--- config.mk ---
export PLATFORM = sky130hd
export DESIGN_NAME = iopage
export DESIGN_NICKNAME = d
export VERILOG_FILES = /design/src/hw/iopage_pkg.sv /design/src/hw/tt_serial.sv /design/src/hw/tt_regs.sv /design/src/hw/clk_regs.sv /design/src/hw/console_regs.sv /design/src/hw/iopage.sv
export SDC_FILE = /design/constraint.sdc
export NUM_CORES = 1
export LEC_CHECK = 0
export ABC_CLOCK_PERIOD_IN_PS = 2500
export BUFFER_PORTS_ARGS = -buffer_cell sky130_fd_sc_hd__buf_2
export CAP_MARGIN = 5
export CORE_ASPECT_RATIO = 0.7
export CORE_UTILIZATION = 50
export CTS_CLUSTER_DIAMETER = 120
export CTS_CLUSTER_SIZE = 40
export DETAILED_ROUTE_END_ITERATION = 7
export PLACE_DENSITY = 0.84
export SLEW_MARGIN = 15
export SYNTH_ARGS = -nofsm -noshare
export SYNTH_HDL_FRONTEND = slang
export SYNTH_SLANG_ARGS = --single-unit
--- constraint.sdc ---
create_clock -name clk -period 2.5 [get_ports clk]
set_input_delay 0.5 -clock clk [delete_from_list [all_inputs] [get_ports clk]]
set_output_delay 0.5 -clock clk [all_outputs]
set_load 0.01 [all_outputs]
--- src/hw/iopage_pkg.sv ---
//~~~~~~~~~~~~~~~~~~~~~~~~~~~~~~~~~~~~~~~~~~~~~~~~~~~~~~~~~~~~~~~~~~~~~~~~~~
// I/O page shared definitions
// register offsets, timing constants, interrupt levels and bus structs
//~~~~~~~~~~~~~~~~~~~~~~~~~~~~~~~~~~~~~~~~~~~~~~~~~~~~~~~~~~~~~~~~~~~~~~~~~~

package iopage_pkg;

   // register offsets within the 8 KB I/O page
   localparam logic [12:0] LKS_ADDR  = 13'o17546;
   localparam logic [12:0] RCSR_ADDR = 13'o17560;
   localparam logic [12:0] RBUF_ADDR = 13'o17562;
   localparam logic [12:0] XCSR_ADDR = 13'o17564;
   localparam logic [12:0] XBUF_ADDR = 13'o17566;
   localparam logic [12:0] SR_ADDR   = 13'o17570;
   localparam logic [12:0] PSW_ADDR  = 13'o17776;

   localparam logic [15:0] NO_DECODE_DATA = 16'h002f;

   // short line-clock period keeps simulation fast
   localparam logic [23:0] LINE_CLK_DIV = 24'd200;
   localparam logic [7:0]  BIT_PERIOD   = 8'd16;

   localparam logic [2:0] CLK_IPL = 3'd6;
   localparam logic [2:0] TT_IPL  = 3'd4;

   localparam logic [7:0] CLK_VEC   = 8'o100;
   localparam logic [7:0] TT_RX_VEC = 8'o60;
   localparam logic [7:0] TT_TX_VEC = 8'o64;

   typedef struct packed {
      logic [12:0] addr;
      logic [15:0] wdata;
      logic        rd;
      logic        wr;
      logic        byte_op;
   } io_req_t;

   typedef struct packed {
      logic [15:0] rdata;
      logic        decode;
   } io_resp_t;

   typedef struct packed {
      logic       req;
      logic [7:0] vec;
   } irq_t;

   typedef enum logic [1:0] {SER_IDLE, SER_START, SER_DATA, SER_STOP} ser_state_e;

endpackage

--- src/hw/tt_serial.sv ---
//~~~~~~~~~~~~~~~~~~~~~~~~~~~~~~~~~~~~~~~~~~~~~~~~~~~~~~~~~~~~~~~~~~~~~~~~~~
// 8N1 serial transmitter and receiver at a fixed bit period
//~~~~~~~~~~~~~~~~~~~~~~~~~~~~~~~~~~~~~~~~~~~~~~~~~~~~~~~~~~~~~~~~~~~~~~~~~~

module tt_serial (
   input  logic       clk,
   input  logic       rst,
   input  logic       tx_start,
   input  logic [7:0] tx_byte,
   input  logic       rx,
   output logic       tx_busy,
   output logic       tx,
   output logic       rx_valid,
   output logic [7:0] rx_byte
);
   import iopage_pkg::*;

   ser_state_e tx_state, rx_state;
   logic [7:0] tx_cnt, rx_cnt;
   logic [2:0] tx_bit, rx_bit;
   logic [7:0] tx_shift, rx_shift;
   logic       tx_last, rx_last;
   logic       rx_meta, rx_s;

   assign tx_last = (tx_cnt == BIT_PERIOD - 8'd1);
   assign tx_busy = (tx_state != SER_IDLE);
   assign tx      = (tx_state == SER_START) ? 1'b0 :
                    (tx_state == SER_DATA)  ? tx_shift[0] : 1'b1;

   always_ff @(posedge clk)
   begin
      if (rst)
      begin
         tx_state <= SER_IDLE;
         tx_cnt   <= 8'd0;
         tx_bit   <= 3'd0;
      end
      else if (tx_state == SER_IDLE)
      begin
         tx_cnt <= 8'd0;
         if (tx_start)
            tx_state <= SER_START;
      end
      else if (!tx_last)
         tx_cnt <= tx_cnt + 8'd1;
      else
      begin
         tx_cnt <= 8'd0;
         case (tx_state)
            SER_START: tx_state <= SER_DATA;
            SER_DATA:
            begin
               tx_bit <= tx_bit + 3'd1;
               if (tx_bit == 3'd7)
                  tx_state <= SER_STOP;
            end
            default:   tx_state <= SER_IDLE;
         endcase
      end
   end

   // lsb goes out first
   always_ff @(posedge clk)
   begin
      if (tx_start && tx_state == SER_IDLE)
         tx_shift <= tx_byte;
      else if (tx_state == SER_DATA && tx_last)
         tx_shift <= {1'b0, tx_shift[7:1]};
   end

   // line idles high
   always_ff @(posedge clk)
   begin
      if (rst)
      begin
         rx_meta <= 1'b1;
         rx_s    <= 1'b1;
      end
      else
      begin
         rx_meta <= rx;
         rx_s    <= rx_meta;
      end
   end

   // half a bit into the start bit, then whole bits to each midpoint
   assign rx_last = (rx_state == SER_START) ? (rx_cnt == (BIT_PERIOD >> 1) - 8'd1) :
                                              (rx_cnt == BIT_PERIOD - 8'd1);

   always_ff @(posedge clk)
   begin
      if (rst)
      begin
         rx_state <= SER_IDLE;
         rx_cnt   <= 8'd0;
         rx_bit   <= 3'd0;
         rx_valid <= 1'b0;
      end
      else
      begin
         rx_valid <= 1'b0;
         if (rx_state == SER_IDLE)
         begin
            rx_cnt <= 8'd0;
            if (!rx_s)
               rx_state <= SER_START;
         end
         else if (!rx_last)
            rx_cnt <= rx_cnt + 8'd1;
         else
         begin
            rx_cnt <= 8'd0;
            case (rx_state)
               // a start bit gone high at its middle was a glitch
               SER_START: rx_state <= rx_s ? SER_IDLE : SER_DATA;
               SER_DATA:
               begin
                  rx_bit <= rx_bit + 3'd1;
                  if (rx_bit == 3'd7)
                     rx_state <= SER_STOP;
               end
               default:
               begin
                  rx_state <= SER_IDLE;
                  rx_valid <= rx_s;
               end
            endcase
         end
      end
   end

   always_ff @(posedge clk)
   begin
      if (rx_state == SER_DATA && rx_last)
         rx_shift <= {rx_s, rx_shift[7:1]};
   end

   assign rx_byte = rx_shift;

endmodule

--- src/hw/tt_regs.sv ---
//~~~~~~~~~~~~~~~~~~~~~~~~~~~~~~~~~~~~~~~~~~~~~~~~~~~~~~~~~~~~~~~~~~~~~~~~~~
// console terminal registers RCSR, RBUF, XCSR and XBUF
// done/ready flags and a shared interrupt with receive first
//~~~~~~~~~~~~~~~~~~~~~~~~~~~~~~~~~~~~~~~~~~~~~~~~~~~~~~~~~~~~~~~~~~~~~~~~~~

module tt_regs (
   input  logic                 clk,
   input  logic                 rst,
   input  iopage_pkg::io_req_t  req,
   input  logic                 ack,
   input  logic                 rs232_rx,
   output iopage_pkg::io_resp_t resp,
   output iopage_pkg::irq_t     irq,
   output logic                 rs232_tx
);
   import iopage_pkg::*;

   logic        rcsr_hit, rbuf_hit, xcsr_hit, xbuf_hit;
   logic        lo_wr;
   logic        tx_start;
   logic        tx_busy;
   logic        tx_busy_q;
   logic        tx_done;
   logic        rx_valid;
   logic [7:0]  rx_byte;
   logic [7:0]  rbuf;
   logic        rx_done, rx_ie, tx_ie;
   logic        rx_pend, tx_pend;
   logic [15:0] rdata;

   assign rcsr_hit = (req.addr[12:1] == RCSR_ADDR[12:1]);
   assign rbuf_hit = (req.addr[12:1] == RBUF_ADDR[12:1]);
   assign xcsr_hit = (req.addr[12:1] == XCSR_ADDR[12:1]);
   assign xbuf_hit = (req.addr[12:1] == XBUF_ADDR[12:1]);
   assign lo_wr    = req.wr & (~req.byte_op | ~req.addr[0]);

   // ready is simply the shifter being idle
   assign tx_start = lo_wr & xbuf_hit & ~tx_busy;
   assign tx_done  = tx_busy_q & ~tx_busy;

   always_ff @(posedge clk)
   begin
      if (rst)
      begin
         rx_done   <= 1'b0;
         rx_ie     <= 1'b0;
         tx_ie     <= 1'b0;
         tx_busy_q <= 1'b0;
         rx_pend   <= 1'b0;
         tx_pend   <= 1'b0;
      end
      else
      begin
         tx_busy_q <= tx_busy;
         if (rx_valid)
            rx_done <= 1'b1;
         else if (req.rd && rbuf_hit)
            rx_done <= 1'b0;
         if (lo_wr && rcsr_hit)
            rx_ie <= req.wdata[6];
         if (lo_wr && xcsr_hit)
            tx_ie <= req.wdata[6];
         // ack retires whichever source is presented
         if (rx_valid && rx_ie)
            rx_pend <= 1'b1;
         else if (ack && rx_pend)
            rx_pend <= 1'b0;
         if (tx_done && tx_ie)
            tx_pend <= 1'b1;
         else if (ack && !rx_pend)
            tx_pend <= 1'b0;
      end
   end

   always_ff @(posedge clk)
   begin
      if (rx_valid)
         rbuf <= rx_byte;
   end

   always_comb
   begin
      rdata = 16'h0000;
      if (rcsr_hit)
         rdata = {8'h00, rx_done, rx_ie, 6'b000000};
      else if (rbuf_hit)
         rdata = {8'h00, rbuf};
      else if (xcsr_hit)
         rdata = {8'h00, ~tx_busy, tx_ie, 6'b000000};
   end

   assign resp = '{rdata: rdata, decode: rcsr_hit | rbuf_hit | xcsr_hit | xbuf_hit};
   assign irq  = '{req: rx_pend | tx_pend, vec: rx_pend ? TT_RX_VEC : TT_TX_VEC};

   tt_serial tt_serial_inst (
      .clk      (clk),
      .rst      (rst),
      .tx_start (tx_start),
      .tx_byte  (req.wdata[7:0]),
      .rx       (rs232_rx),
      .tx_busy  (tx_busy),
      .tx       (rs232_tx),
      .rx_valid (rx_valid),
      .rx_byte  (rx_byte)
   );

endmodule

--- src/hw/clk_regs.sv ---
//~~~~~~~~~~~~~~~~~~~~~~~~~~~~~~~~~~~~~~~~~~~~~~~~~~~~~~~~~~~~~~~~~~~~~~~~~~
// line-time clock with LKS status register and periodic interrupt
//~~~~~~~~~~~~~~~~~~~~~~~~~~~~~~~~~~~~~~~~~~~~~~~~~~~~~~~~~~~~~~~~~~~~~~~~~~

module clk_regs (
   input  logic                 clk,
   input  logic                 rst,
   input  iopage_pkg::io_req_t  req,
   input  logic                 ack,
   output iopage_pkg::io_resp_t resp,
   output iopage_pkg::irq_t     irq
);
   import iopage_pkg::*;

   logic [23:0] div_cnt;
   logic        tick;
   logic        lks_hit;
   logic        lks_wr;
   logic        lks_mon;
   logic        lks_ie;
   logic        irq_pend;
   logic        ie_raise;

   assign tick    = (div_cnt == LINE_CLK_DIV - 24'd1);
   assign lks_hit = (req.addr[12:1] == LKS_ADDR[12:1]);
   // both control bits sit in the low byte
   assign lks_wr  = req.wr & lks_hit & (~req.byte_op | ~req.addr[0]);

   // enabling while the monitor bit stays set requests at once
   assign ie_raise = lks_wr & req.wdata[6] & req.wdata[7] & lks_mon & ~lks_ie;

   always_ff @(posedge clk)
   begin
      if (rst)
      begin
         div_cnt  <= 24'd0;
         lks_mon  <= 1'b0;
         lks_ie   <= 1'b0;
         irq_pend <= 1'b0;
      end
      else
      begin
         div_cnt <= tick ? 24'd0 : div_cnt + 24'd1;
         if (tick)
            lks_mon <= 1'b1;
         else if (lks_wr && !req.wdata[7])
            lks_mon <= 1'b0;
         if (lks_wr)
            lks_ie <= req.wdata[6];
         if ((tick && lks_ie) || ie_raise)
            irq_pend <= 1'b1;
         else if (ack)
            irq_pend <= 1'b0;
      end
   end

   assign resp = '{rdata: lks_hit ? {8'h00, lks_mon, lks_ie, 6'b000000} : 16'h0000,
                   decode: lks_hit};
   assign irq  = '{req: irq_pend, vec: CLK_VEC};

endmodule

--- src/hw/console_regs.sv ---
//~~~~~~~~~~~~~~~~~~~~~~~~~~~~~~~~~~~~~~~~~~~~~~~~~~~~~~~~~~~~~~~~~~~~~~~~~~
// console block with switch and display registers and PSW access
//~~~~~~~~~~~~~~~~~~~~~~~~~~~~~~~~~~~~~~~~~~~~~~~~~~~~~~~~~~~~~~~~~~~~~~~~~~

module console_regs (
   input  logic                 clk,
   input  logic                 rst,
   input  iopage_pkg::io_req_t  req,
   input  logic [15:0]          psw_in,
   input  logic [15:0]          switches,
   output iopage_pkg::io_resp_t resp,
   output logic                 psw_io_wr,
   output logic [15:0]          psw_out,
   output logic [15:0]          display
);
   import iopage_pkg::*;

   logic sr_hit;
   logic psw_hit;

   // byte data arrives in its own lane of wdata
   function automatic logic [15:0] merge_bytes(input logic [15:0] old_val,
                                               input io_req_t     r);
      if (!r.byte_op)
         return r.wdata;
      return r.addr[0] ? {r.wdata[15:8], old_val[7:0]} : {old_val[15:8], r.wdata[7:0]};
   endfunction

   assign sr_hit  = (req.addr[12:1] == SR_ADDR[12:1]);
   assign psw_hit = (req.addr[12:1] == PSW_ADDR[12:1]);

   always_ff @(posedge clk)
   begin
      if (rst)
      begin
         display   <= 16'h0000;
         psw_io_wr <= 1'b0;
      end
      else
      begin
         psw_io_wr <= req.wr & psw_hit;
         if (req.wr && sr_hit)
            display <= merge_bytes(display, req);
      end
   end

   // cpu loads psw_out on the psw_io_wr pulse
   always_ff @(posedge clk)
   begin
      if (req.wr && psw_hit)
         psw_out <= merge_bytes(psw_in, req);
   end

   assign resp = '{rdata: sr_hit ? switches : psw_hit ? psw_in : 16'h0000,
                   decode: sr_hit | psw_hit};

endmodule

--- src/hw/iopage.sv ---
//~~~~~~~~~~~~~~~~~~~~~~~~~~~~~~~~~~~~~~~~~~~~~~~~~~~~~~~~~~~~~~~~~~~~~~~~~~
// I/O page top level
// decodes device registers, steers read data and arbitrates interrupts
//~~~~~~~~~~~~~~~~~~~~~~~~~~~~~~~~~~~~~~~~~~~~~~~~~~~~~~~~~~~~~~~~~~~~~~~~~~

module iopage (
   input  logic        clk,
   input  logic        rst,
   input  logic [21:0] address,
   input  logic [15:0] data_in,
   input  logic        iopage_rd,
   input  logic        iopage_wr,
   input  logic        iopage_byte_op,
   input  logic [7:0]  ack_ipl,
   input  logic [15:0] psw,
   input  logic [15:0] switches,
   input  logic        rs232_rx,
   output logic [15:0] data_out,
   output logic        no_decode,
   output logic        interrupt,
   output logic [7:0]  interrupt_ipl,
   output logic [7:0]  vector,
   output logic        psw_io_wr,
   output logic [15:0] psw_out,
   output logic [15:0] display,
   output logic        rs232_tx
);
   import iopage_pkg::*;

   io_req_t  req;
   io_resp_t clk_resp;
   io_resp_t tt_resp;
   io_resp_t con_resp;
   irq_t     clk_irq;
   irq_t     tt_irq;

   // upper address bits are already qualified by the cpu strobes
   assign req = '{addr: address[12:0], wdata: data_in, rd: iopage_rd,
                  wr: iopage_wr, byte_op: iopage_byte_op};

   assign data_out = clk_resp.decode ? clk_resp.rdata :
                     tt_resp.decode  ? tt_resp.rdata :
                     con_resp.decode ? con_resp.rdata :
                     NO_DECODE_DATA;

   assign no_decode = (iopage_rd | iopage_wr) &
                      ~(clk_resp.decode | tt_resp.decode | con_resp.decode);

   assign interrupt = clk_irq.req | tt_irq.req;

   always_comb
   begin
      interrupt_ipl          = 8'h00;
      interrupt_ipl[CLK_IPL] = clk_irq.req;
      interrupt_ipl[TT_IPL]  = tt_irq.req;
   end

   // highest level first
   assign vector = clk_irq.req ? clk_irq.vec :
                   tt_irq.req  ? tt_irq.vec :
                   8'h00;

   clk_regs clk_regs_inst (
      .clk  (clk),
      .rst  (rst),
      .req  (req),
      .ack  (ack_ipl[CLK_IPL]),
      .resp (clk_resp),
      .irq  (clk_irq)
   );

   tt_regs tt_regs_inst (
      .clk      (clk),
      .rst      (rst),
      .req      (req),
      .ack      (ack_ipl[TT_IPL]),
      .rs232_rx (rs232_rx),
      .resp     (tt_resp),
      .irq      (tt_irq),
      .rs232_tx (rs232_tx)
   );

   console_regs console_regs_inst (
      .clk       (clk),
      .rst       (rst),
      .req       (req),
      .psw_in    (psw),
      .switches  (switches),
      .resp      (con_resp),
      .psw_io_wr (psw_io_wr),
      .psw_out   (psw_out),
      .display   (display)
   );

endmodule

==> results.tsv, run 1 <==
stage	metric	value	unit
finish	area of the multi-input gates	0.00274	sq mm
floorplan	core region area	0.0111	sq mm
sta	FMAX	403	MHz
critical_path	Crit. End Element	output port	
sta	Setup Viol. Count Final	0	
floorplan	I/O pin count	152	
floorplan	Starting Density	51.7	%
worst_hold_path	hold path depth	2	
finish	filler cell count	843	
logic_synthesis	async set or reset register ratio after synthesis	0	%
logic_synthesis	yosys synthesis warning count	0	
sta	Max Clock Skew	0.00564	ns
drt	Post-DRT Antenna Nets	0	
critical_path	crit path buf inv count	3	
critical_path	worst-path maximum fanout	6	
critical_path	Levels on crit path	7	
grt	total grt overflow	0	
finish	most frequent cells in the layout	buf_2 (126), dfxtp_1 (79), nor2_1 (56)	
critical_path	critical-path cell list	buf_2 > nand4_1 > buf_6 > or4_4 > nor2_1 > a22oi_1 > buf_2	
worst_hold_path	hold_sp	rs232_rx	
place	Final GP Congestion	0.951	
finish	share of layout cells above drive strength 1	29.5	%
floorplan	FP Rows	32	
finish	Ant. Diodes	0	
clock_tree	Worst-Skew Late Latency	0.41	ns
clock_tree	Clock transition at path regs	0.05	ns
grt	global-route wire length before repair	23800	um
sta	minimum clock period	2.48	ns
logic_synthesis	number of flops mapped to enable cells by yosys	40	
critical_path	CP top delay family	simple AND/OR/NAND/NOR gates	
drt	Via-to-Cell Ratio	5.79	
drt	Vias	5250	
logic_synthesis	post-synthesis sequential area ratio	48.6	%
critical_path	Largest stage delay, worst path	0.42	ns
grt	largest net degree at the start of global routing	28	
grt	number of global-route vias before repair	4881	
flow_run	Max-Cap Viols	0	
drt	final wirelength	15000	um
floorplan	Die Footprint	0.0119	sq mm
sta	fin. max-slew vios	0	
drt	first-pass detailed-route iteration total	6	
critical_path	reg2reg path depth	5	
sta	final worst slack	0.0192	ns
grt	initial antenna violation count	0	
critical_path	Crit. Startpoint	address[10]	
critical_path	CP Launch Type	input port	
logic_synthesis	Yosys cell types	63	
finish	register area	0.00278	sq mm
finish	Final #Nets	837	
critical_path	Reg-to-Reg Start	clk_regs_inst.div_cnt[0]	
critical_path	flop-to-flop setup slack	0.35	ns
critical_path	R2R Path End	clk_regs_inst.div_cnt[22]	
sta	Final Hold Fails	0	
power	Leak	0.00289	uW
drt	WL/cell	16.5	um
critical_path	CP required	2.00	ns
logic_synthesis	mapped cell area	0.00573	sq mm
worst_hold_path	worst hold path class	input port to register	
drt	Residual DRC	0	
sta	period utilization	99.2	%
finish	area grow syn2layout	25.9	%
place	placed wire-length estimate	11000	um
finish	commonest non-fill, non-tap cell in the layout	buf_2	
logic_synthesis	Seq cells post-synth	119	
sta	Hold Slack	0.272	ns
clock_tree	CTS tree	built	
clock_tree	clock sinks	119	
power	Power Density	636	mW/mm^2
sta	worst relative slew slack	56.6	%
clock_tree	Max Root-Sink Buffers	2	
outcome	status	completed	
logic_synthesis	Main synth FF type	dfxtp_1	
grt	GRT Overall Usage	26.0	%
place	Port Buffers	126	
drt	Iteration-0 DRC Markers	582	
critical_path	CP max stage cell	or4_4	
critical_path	critical path class	input port to output port	
logic_synthesis	Synth Instances	600	
place	pre-CTS setup slack	-0.0188	ns
floorplan	DIE WIDTH	130	um
clock_tree	clock buffer count from CTS	17	
floorplan	Die Span Y	91.6	um
sta	worst-margin pin slew	0.650	ns
worst_hold_path	Worst Hold End	tt_regs_inst.tt_serial_inst.rx_meta	
critical_path	WP data arrival	1.98	ns
clock_tree	H-tree depth	4	
logic_synthesis	syn_area_per_cell	9.55	sq um
critical_path	Crit path top cell by count	buf_2	
clock_tree	Post-CTS Hold Buffers	0	
clock_tree	Root Buffer Master	clkbuf_16	
power	Worst VDD drop	540	uV
-- per-stage QoR --
| stage | TNS, ns | instance area (sq um) | cells | util [%] | power, uW |
|---|---|---|---|---|---|
| 2_1_floorplan | 0 | 5760 | 609 | - | 2170 |
| 3_3_place_gp | 0 | 6600 | 873 | 59.5 | 2270 |
| 3_5_place_dp | -0.0267 | 6600 | 873 | 59.5 | 2280 |
| 4_1_cts | 0 | 7170 | 905 | 64.6 | 4610 |
| 5_1_grt | -0.0882 | 7210 | 906 | 65.0 | 4730 |
| 6_report | 0 | 7210 | 906 | 65.0 | 4590 |
-- power by group --
| part | leakage (uW) | internal, uW | switching (uW) |
|---|---|---|---|
| Clock | 0.000281 | 1510 | 831 |
| Combinational | 0.00162 | 96.0 | 145 |
| Sequential | 0.000995 | 2000 | 8.49 |
-- registers in the layout (all words and copies together), names as in the netlist, 2 cells and up --
| signal | cells |
|---|---|
| clk_regs_inst.div_cnt | 24 |
| console_regs_inst.display | 16 |
| console_regs_inst.psw_out | 16 |
| tt_regs_inst.rbuf | 8 |
| tt_regs_inst.tt_serial_inst.rx_byte | 8 |
| tt_regs_inst.tt_serial_inst.rx_cnt | 8 |
| tt_regs_inst.tt_serial_inst.tx_cnt | 8 |
| tt_regs_inst.tt_serial_inst.tx_shift | 8 |
| tt_regs_inst.tt_serial_inst.rx_bit | 3 |
| tt_regs_inst.tt_serial_inst.tx_bit | 3 |
| tt_regs_inst.tt_serial_inst.rx_state | 2 |
| tt_regs_inst.tt_serial_inst.tx_state | 2 |
-- metal layers --
layer / track usage, % / vias up / wire [um]
met1: 33.6 / 2492 / 6560
met5: 0 / - / 0
li1: - / 2437 / -
met2: 39.1 / 276 / 6850
met4: 11.5 / 0 / 324
met3: 9.02 / 45 / 1260
-- timing repair --
item                                   CTS  global route
resized for setup                        1             9
pin swaps                                0             1
buffers inserted                         0             1
setup endpoints to repair                2             6
endpoints found under the hold margin    0             0
-- worst register-to-register path, cell delays in order (launching register included) --
cell,delay (ns)
dfxtp_1,0.41
ha_1,0.30
nand4_1,0.21
or4_2,0.74
o21ai_0,0.24
a21oi_1,0.12
-- cell usage after synthesis (3+ instances only) --
library cell / instances / area [sq um]
nor4_1: 9 / 56.3
nand2_1: 47 / 176
o21ai_0: 25 / 125
or4_1: 10 / 75.1
ha_1: 13 / 163
xor2_1: 12 / 105
o31ai_1: 6 / 45.0
mux2_2: 15 / 169
nor2b_1: 4 / 25.0
nand4_1: 12 / 75.1
nand3b_1: 3 / 22.5
o22ai_1: 7 / 43.8
a22o_1: 9 / 78.8
xnor2_1: 14 / 123
dfxtp_1: 79 / 1580
a22oi_1: 4 / 30.0
a21oi_1: 38 / 190
edfxtp_1: 40 / 1200
nor3_1: 11 / 55.1
or2_2: 5 / 31.3
buf_4: 13 / 97.6
mux2i_1: 6 / 60.1
nor3b_1: 3 / 22.5
buf_2: 3 / 15.0
clkbuf_1: 24 / 90.1
nand3_1: 40 / 200
nor4b_1: 3 / 26.3
or3_1: 3 / 18.8
and2_1: 7 / 43.8
nor2_1: 56 / 210
nand2b_1: 12 / 75.1
inv_1: 20 / 75.1
and3_1: 6 / 37.5
nand4b_1: 3 / 26.3
and4_1: 6 / 52.6
-- cell families after synthesis --
| logic type | share of synthesized area [%] |
|---|---|
| adder cells (fa/ha/maj) | 2.84 |
| multiplexers | 4.00 |
| XOR/XNOR | 3.97 |
| flip-flops | 48.6 |
| buffers and inverters | 5.11 |
| AO/OA/AOI/OAI | 11.1 |
| AND/OR/NAND/NOR | 24.4 |
| other | 0.0655 |
-- worst max path at each step --
stage | slack, ns | end
floorplan | 0.09 | data_out[0]
global placement | 0.03 | data_out[1]
detailed placement | -0.02 | data_out[1]
CTS | 0.01 | data_out[1]
global route | -0.04 | data_out[6]
finish | 0.02 | data_out[4]
-- cell type report --
cell class / instances / area share [%]
Multi-Input combinational cell: 428 / 37.9
Clock inverter: 10 / 1.42
Sequential cell: 119 / 38.6
Timing Repair Buffer: 154 / 11.9
Inverter: 20 / 1.04
Tap cell: 153 / 2.65
Clock buffer: 22 / 6.43
(Power assumes the default switching activity.)
==> run 2, diff against run 1 <==
PLACE_DENSITY = 0.83   (was 0.84)
SYNTH_HIERARCHICAL = 1   (was default)
==> results.tsv, run 2 <==
stage	metric	value	unit
sta	Max Clock Skew	0.0135	ns
power	Gate power share	4.8	%
logic_synthesis	Seq cells post-synth	119	
drt	Vias	5299	
finish	area grow syn2layout	23.2	%
floorplan	DIE WIDTH	137	um
drt	first-pass detailed-route iteration total	5	
clock_tree	Root Buffer Master	clkbuf_16	
logic_synthesis	syn_area_per_cell	9.76	sq um
floorplan	core region area	0.0125	sq mm
critical_path	CP required	2.00	ns
worst_hold_path	worst hold path class	input port to register	
worst_hold_path	hold path depth	2	
logic_synthesis	post-synthesis sequential area ratio	43.4	%
critical_path	Largest stage delay, worst path	0.40	ns
power	P_sw	1040	uW
power	Power Density	596	mW/mm^2
sta	minimum clock period	2.55	ns
finish	commonest non-fill, non-tap cell in the layout	buf_2	
drt	met2 WL	7800	um
finish	largest registers	clk_regs_inst/div_cnt (24), console_regs_inst/display (16), console_regs_inst/psw_out (16)	
sta	worst-margin pin slew	0.608	ns
logic_synthesis	synth cell count leaders	dfxtp_1 (79), a21oi_1 (54), nor2_1 (51)	
logic_synthesis	leading area contributor after synthesis	dfxtp_1	
logic_synthesis	Main synth FF type	dfxtp_1	
grt	number of global-route vias before repair	4960	
logic_synthesis	yosys synthesis warning count	6	
clock_tree	Clock transition at path regs	0.05	ns
logic_synthesis	number of flops mapped to enable cells by yosys	40	
grt	total grt overflow	0	
sta	FMAX	393	MHz
clock_tree	H-tree depth	4	
finish	max reg flops	24	
place	placed wire-length estimate	11200	um
logic_synthesis	async set or reset register ratio after synthesis	0	%
drt	Post-DRT Antenna Nets	0	
place	Final GP Congestion	0.860	
floorplan	I/O pin count	152	
logic_synthesis	cell with the most instances after synthesis	dfxtp_1	
sta	final worst slack	-0.0467	ns
drt	final wirelength	16000	um
power	Internal	3670	uW
clock_tree	Worst-Skew Late Latency	0.41	ns
critical_path	CP Launch Type	input port	
sta	setup_tns	-0.0985	ns
sta	fin. max-slew vios	0	
finish	Design Area, Final	0.00790	sq mm
finish	share of layout cells above drive strength 1	32.9	%
sta	Hold Slack	0.271	ns
drt	wire length on met3	957	um
floorplan	Die Span Y	96.7	um
finish	Final #Nets	904	
place	Port Buffers	126	
logic_synthesis	Synth Instances	657	
grt	largest net degree at the start of global routing	31	
outcome	failing checks	setup timing	
clock_tree	CTS tree	built	
grt	GRT Overall Usage	23.9	%
clock_tree	Max Root-Sink Buffers	2	
clock_tree	clock buffer count from CTS	17	
outcome	status	finished with violations	
finish	most frequent cells in the layout	buf_2 (125), dfxtp_1 (79), nor2_1 (51)	
logic_synthesis	Yosys cell types	63	
critical_path	critical path class	input port to output port	
logic_synthesis	Yosys top cell area share	24.7	%
sta	RSZ-0062 raised after global routing	true	
grt	initial antenna violation count	1	
critical_path	CP max stage cell	or3_4	
drt	highest routed layer	met4	
critical_path	critical-path cell list	buf_6 > or3_4 > nor4_4 > buf_6 > or2_4 > buf_4 > nand3b_1 > a21oi_2 > buf_2	
drt	Residual DRC	0	
power	Leak	0.00323	uW
floorplan	Die Footprint	0.0133	sq mm
logic_synthesis	Area contributors post-synth	dfxtp_1 (25%), edfxtp_1 (19%), buf_4 (5.9%)	
place	Cell Area, Placed	0.00717	sq mm
clock_tree	clock sinks	119	
sta	worst relative slew slack	59.4	%
floorplan	FP Rows	34	
drt	Via-to-Cell Ratio	5.39	
power	Worst VDD drop	574	uV
critical_path	worst-path maximum fanout	6	
grt	global-route wire length before repair	24100	um
power	switching portion of total power	22.1	%
finish	Top reg by flops	clk_regs_inst/div_cnt	
logic_synthesis	mapped cell area	0.00641	sq mm
sta	Final Hold Fails	0	
power	sequential power share	42.6	%
power	Clock power frac	52.7	%
drt	Iteration-0 DRC Markers	314	
drt	WL/cell	16.3	um
flow_run	Max-Cap Viols	0	
sta	Setup Viol. Count Final	5	
drt	Metal-1 WL	6900	um
finish	post-layout util	63.4	%
critical_path	WP data arrival	2.05	ns
critical_path	Crit. End Element	output port	
floorplan	Starting Density	51.4	%
critical_path	reg2reg path depth	8	
critical_path	Crit path top cell by count	buf_6	
sta	period utilization	102	%
-- run 2: cell count changes in the layout (fill, tap and decap cells not counted), sizes merged, moves of 9 or more --
cell    before  now
nand3b       3   14
nand3       41   32
nor2b        4   20
conb        10   43
buf        154  166
nand2       47   29
a21oi       38   54
a22o         9   22
-- run 2: stage by stage --
step / instances / setup slack [ns] / total power [uW]
2_1_floorplan: 695 / 0.0349 / 2190
3_3_place_gp: 948 / -0.104 / 2260
3_5_place_dp: 948 / -0.139 / 2260
4_1_cts: 982 / -0.0314 / 4730
5_1_grt: 983 / -0.130 / 4840
6_report: 983 / -0.0467 / 4710
-- run 2: critical path, delay by kind of cell --
family,cells,cell delay [ns]
AOI/OAI and AO/OA,1,0.16
buffers and inverters,4,0.55
and+or+nand+nor,4,0.81
-- run 2: area by class of cell --
cell class / instances / area [sq um]
clock inverter: 14 / 174
fill: 1023 / 4570
antenna: 1 / 2.50
tap: 162 / 203
timing repair buffer: 166 / 972
multi-input combinational: 482 / 3250
clock buffer: 18 / 429
sequential: 119 / 2780
inverter: 21 / 81.3
-- run 2: power groups by stage --
| stage | Combinational (uW) | Clock [uW] | Sequential [uW] |
|---|---|---|---|
| floorplan | 147 | 0 | 2040 |
| global placement | 212 | 0 | 2050 |
| detailed placement | 214 | 0 | 2050 |
| CTS | 220 | 2510 | 2000 |
| global route | 243 | 2590 | 2000 |
| finish | 225 | 2480 | 2000 |
-- run 2: per-layer routing --
| metal | up-vias | global-route usage (%) |
|---|---|---|
| li1 | 2574 | - |
| met1 | 2521 | 28.8 |
| met2 | 176 | 40.3 |
| met3 | 28 | 4.98 |
| met4 | 0 | 11.2 |
| met5 | - | 0 |
-- run 2: kinds of logic (layout without fill, tap and decap cells) --
logic type               count (synthesis)  after routing  share of synthesized area (%)
flip-flops                             119            119                           43.4
buffers and inverters                   94            219                           9.39
multiplexers                            33             33                           5.60
AO/OA/AOI/OAI                          122            122                           12.2
AND/OR/NAND/NOR                        244            244                           22.9
XOR/XNOR                                27             27                           3.69
other                                    5             44                          0.293
adder cells (fa/ha/maj)                 13             13                           2.54
-- run 2: final timing paths --
| check | from | endpoint | slack (ns) |
|---|---|---|---|
| max | address[7] | data_out[7] | -0.05 |
| min | rs232_rx | tt_regs_inst/tt_serial_inst/rx_meta | 0.27 |
| max reg2reg | tt_regs_inst/tt_serial_inst/tx_state[1] | tt_regs_inst/tt_serial_inst/tx_shift[3] | 0.48 |
| min reg2reg | tt_regs_inst/tt_serial_inst/rx_meta | tt_regs_inst/tt_serial_inst/rx_s | 0.41 |
-- run 2: timing repair --
| action | in CTS | in global routing |
|---|---|---|
| pin swaps | 7 | 4 |
| resized for setup | 19 | 9 |
| gates cloned | 1 | 0 |
| buffers inserted | 2 | 0 |
| setup endpoints to repair | 17 | 17 |
| hold buffers | 0 | 0 |
==> run 3, diff against run 2 <==
ABC_CLOCK_PERIOD_IN_PS = 2600   (was 2500)
CORE_UTILIZATION = 40   (was 50)
PLACE_DENSITY = 0.7   (was 0.83)
clock period = 2.6 ns   (was 2.5 ns; I/O delays follow)
==> results.tsv, run 3 (synthesis gave the netlist of run 2 again) <==
stage	metric	value	unit
drt	Post-DRT Antenna Nets	0	
drt	final wirelength	16000	um
grt	GRT Overall Usage	19.6	%
critical_path	Crit. End Element	output port	
critical_path	WP data arrival	2.05	ns
sta	RSZ-0062 raised after global routing	true	
sta	Max Clock Skew	0.00812	ns
power	Leak	0.00327	uW
floorplan	I/O pin count	152	
place	Cell Area, Placed	0.00721	sq mm
place	Port Buffers	126	
finish	Design Area, Final	0.00806	sq mm
finish	filler cell count	1418	
clock_tree	Max Root-Sink Buffers	2	
drt	Via-to-Cell Ratio	5.03	
grt	global-route wire length before repair	25000	um
critical_path	CP Launch Type	input port	
finish	area grow syn2layout	25.6	%
place	Placed Cells incl. Taps	982	
drt	WL/cell	15.6	um
drt	Residual DRC	0	
worst_hold_path	worst hold path class	input port to register	
power	Power Density	559	mW/mm^2
grt	initial antenna violation count	1	
critical_path	critical path class	input port to output port	
drt	Vias	5152	
floorplan	FP Rows	38	
clock_tree	Worst-Skew Late Latency	0.41	ns
drt	Iteration-0 DRC Markers	285	
finish	post-layout util	51.7	%
clock_tree	Post-CTS Hold Buffers	0	
finish	max reg flops	24	
finish	Final Non-Filler Cells	1024	
floorplan	Die Span Y	108	um
critical_path	CP max stage cell	or3_4	
clock_tree	clock sinks	119	
grt	largest net degree at the start of global routing	36	
finish	Top reg by flops	clk_regs_inst/div_cnt	
critical_path	critical-path cell list	buf_6 > or3_4 > nor4_4 > buf_4 > or2_4 > buf_8 > nand3b_1 > a21oi_2 > buf_2	
finish	share of layout cells above drive strength 1	32.8	%
sta	Final Hold Fails	0	
sta	period utilization	98.7	%
clock_tree	Root Buffer Master	clkbuf_16	
sta	Setup Viol. Count Final	0	
floorplan	Die Footprint	0.0165	sq mm
drt	first-pass detailed-route iteration total	5	
sta	worst-margin pin slew	0.615	ns
critical_path	worst-path maximum fanout	8	
clock_tree	Clock transition at path regs	0.05	ns
place	Final GP Congestion	0.820	
floorplan	core region area	0.0156	sq mm
sta	FMAX	390	MHz
clock_tree	clock buffer count from CTS	17	
critical_path	Largest stage delay, worst path	0.40	ns
sta	fin. max-slew vios	0	
power	Worst VDD drop	509	uV
flow_run	Max-Cap Viols	0	
place	placed wire-length estimate	11600	um
critical_path	Reg-to-Reg Start	tt_regs_inst/tt_serial_inst/tx_state[1]	
finish	most frequent cells in the layout	buf_2 (121), dfxtp_1 (79), nor2_1 (49)	
finish	Final #Nets	907	
grt	total grt overflow	0	
outcome	status	completed	
critical_path	CP required	2.08	ns
clock_tree	H-tree depth	4	
clock_tree	CTS tree	built	
floorplan	Starting Density	41.1	%
critical_path	Crit. Startpoint	address[2]	
worst_hold_path	hold_sp	rs232_rx	
finish	commonest non-fill, non-tap cell in the layout	buf_2	
sta	setup_tns	0	ns
sta	worst relative slew slack	58.7	%
finish	largest registers	clk_regs_inst/div_cnt (24), console_regs_inst/display (16), console_regs_inst/psw_out (16)	
grt	number of global-route vias before repair	4821	
floorplan	DIE WIDTH	153	um
sta	minimum clock period	2.57	ns
-- run 3: changes by cell type in the layout (fill, tap and decap cells not counted), sizes merged --
cell      before  now
inv           24   21
buf          166  167
clkinvlp       2    0
clkbuf        18   24
clkinv         6    7
-- run 3: path summary, 6_finish.rpt --
check	to	slack, ns	cells after the start
worst min-delay path	tt_regs_inst/tt_serial_inst/rx_meta	0.29	2
worst max-delay path	data_out[7]	0.03	9
worst min register to register	tt_regs_inst/tt_serial_inst/rx_s	0.41	1
worst max register to register	tt_regs_inst/tt_serial_inst/tx_shift[0]	0.54	8
-- run 3: cell type report --
cell class	count	area, sq um	area share, %
Multi-Input combinational cell	482	3260	40.5
Sequential cell	119	2780	34.5
Timing Repair Buffer	169	1090	13.5
Clock buffer	22	465	5.78
Tap cell	200	250	3.11
Clock inverter	10	126	1.57
Inverter	21	81.3	1.01
Antenna cell	1	2.50	0.0311
-- run 3: through the flow --
step / total power [uW] / hold slack (ns) / worst slack (ns)
4_1_cts: 4540 / 0.276 / -0.0386
5_1_grt: 4640 / 0.291 / -0.0581
6_report: 4500 / 0.291 / 0.0333
3_5_place_dp: 2170 / 0.397 / -0.0904
2_1_floorplan: 2110 / 0.389 / 0.0949
3_3_place_gp: 2170 / 0.391 / -0.0802
-- run 3: power by group --
part / leakage [uW] / internal [uW] / switching, uW / total [uW]
combinational: 0.00197 / 91.3 / 128 / 219
clock: 0.000292 / 1550 / 803 / 2350
sequential: 0.00101 / 1920 / 4.47 / 1930
-- run 3: worst max-delay path, delay by kind of cell --
family,cells,cell delay (ns)
AOI/OAI and AO/OA,1,0.13
buffers and inverters,4,0.55
and+or+nand+nor,4,0.83
-- run 3: metal layers --
layer  track usage (%)  share of wire, %
met5                 0                 0
met3              4.15               5.5
met1              26.3                48
met4              7.36               1.6
met2              31.2                45
-- run 3: timing repair --
item / 4_1_cts / 5_1_grt
setup endpoints to repair: 17 / 17
gates cloned: 0 / 3
pin swaps: 4 / 13
buffers inserted: 2 / 4
gates resized for setup: 7 / 30
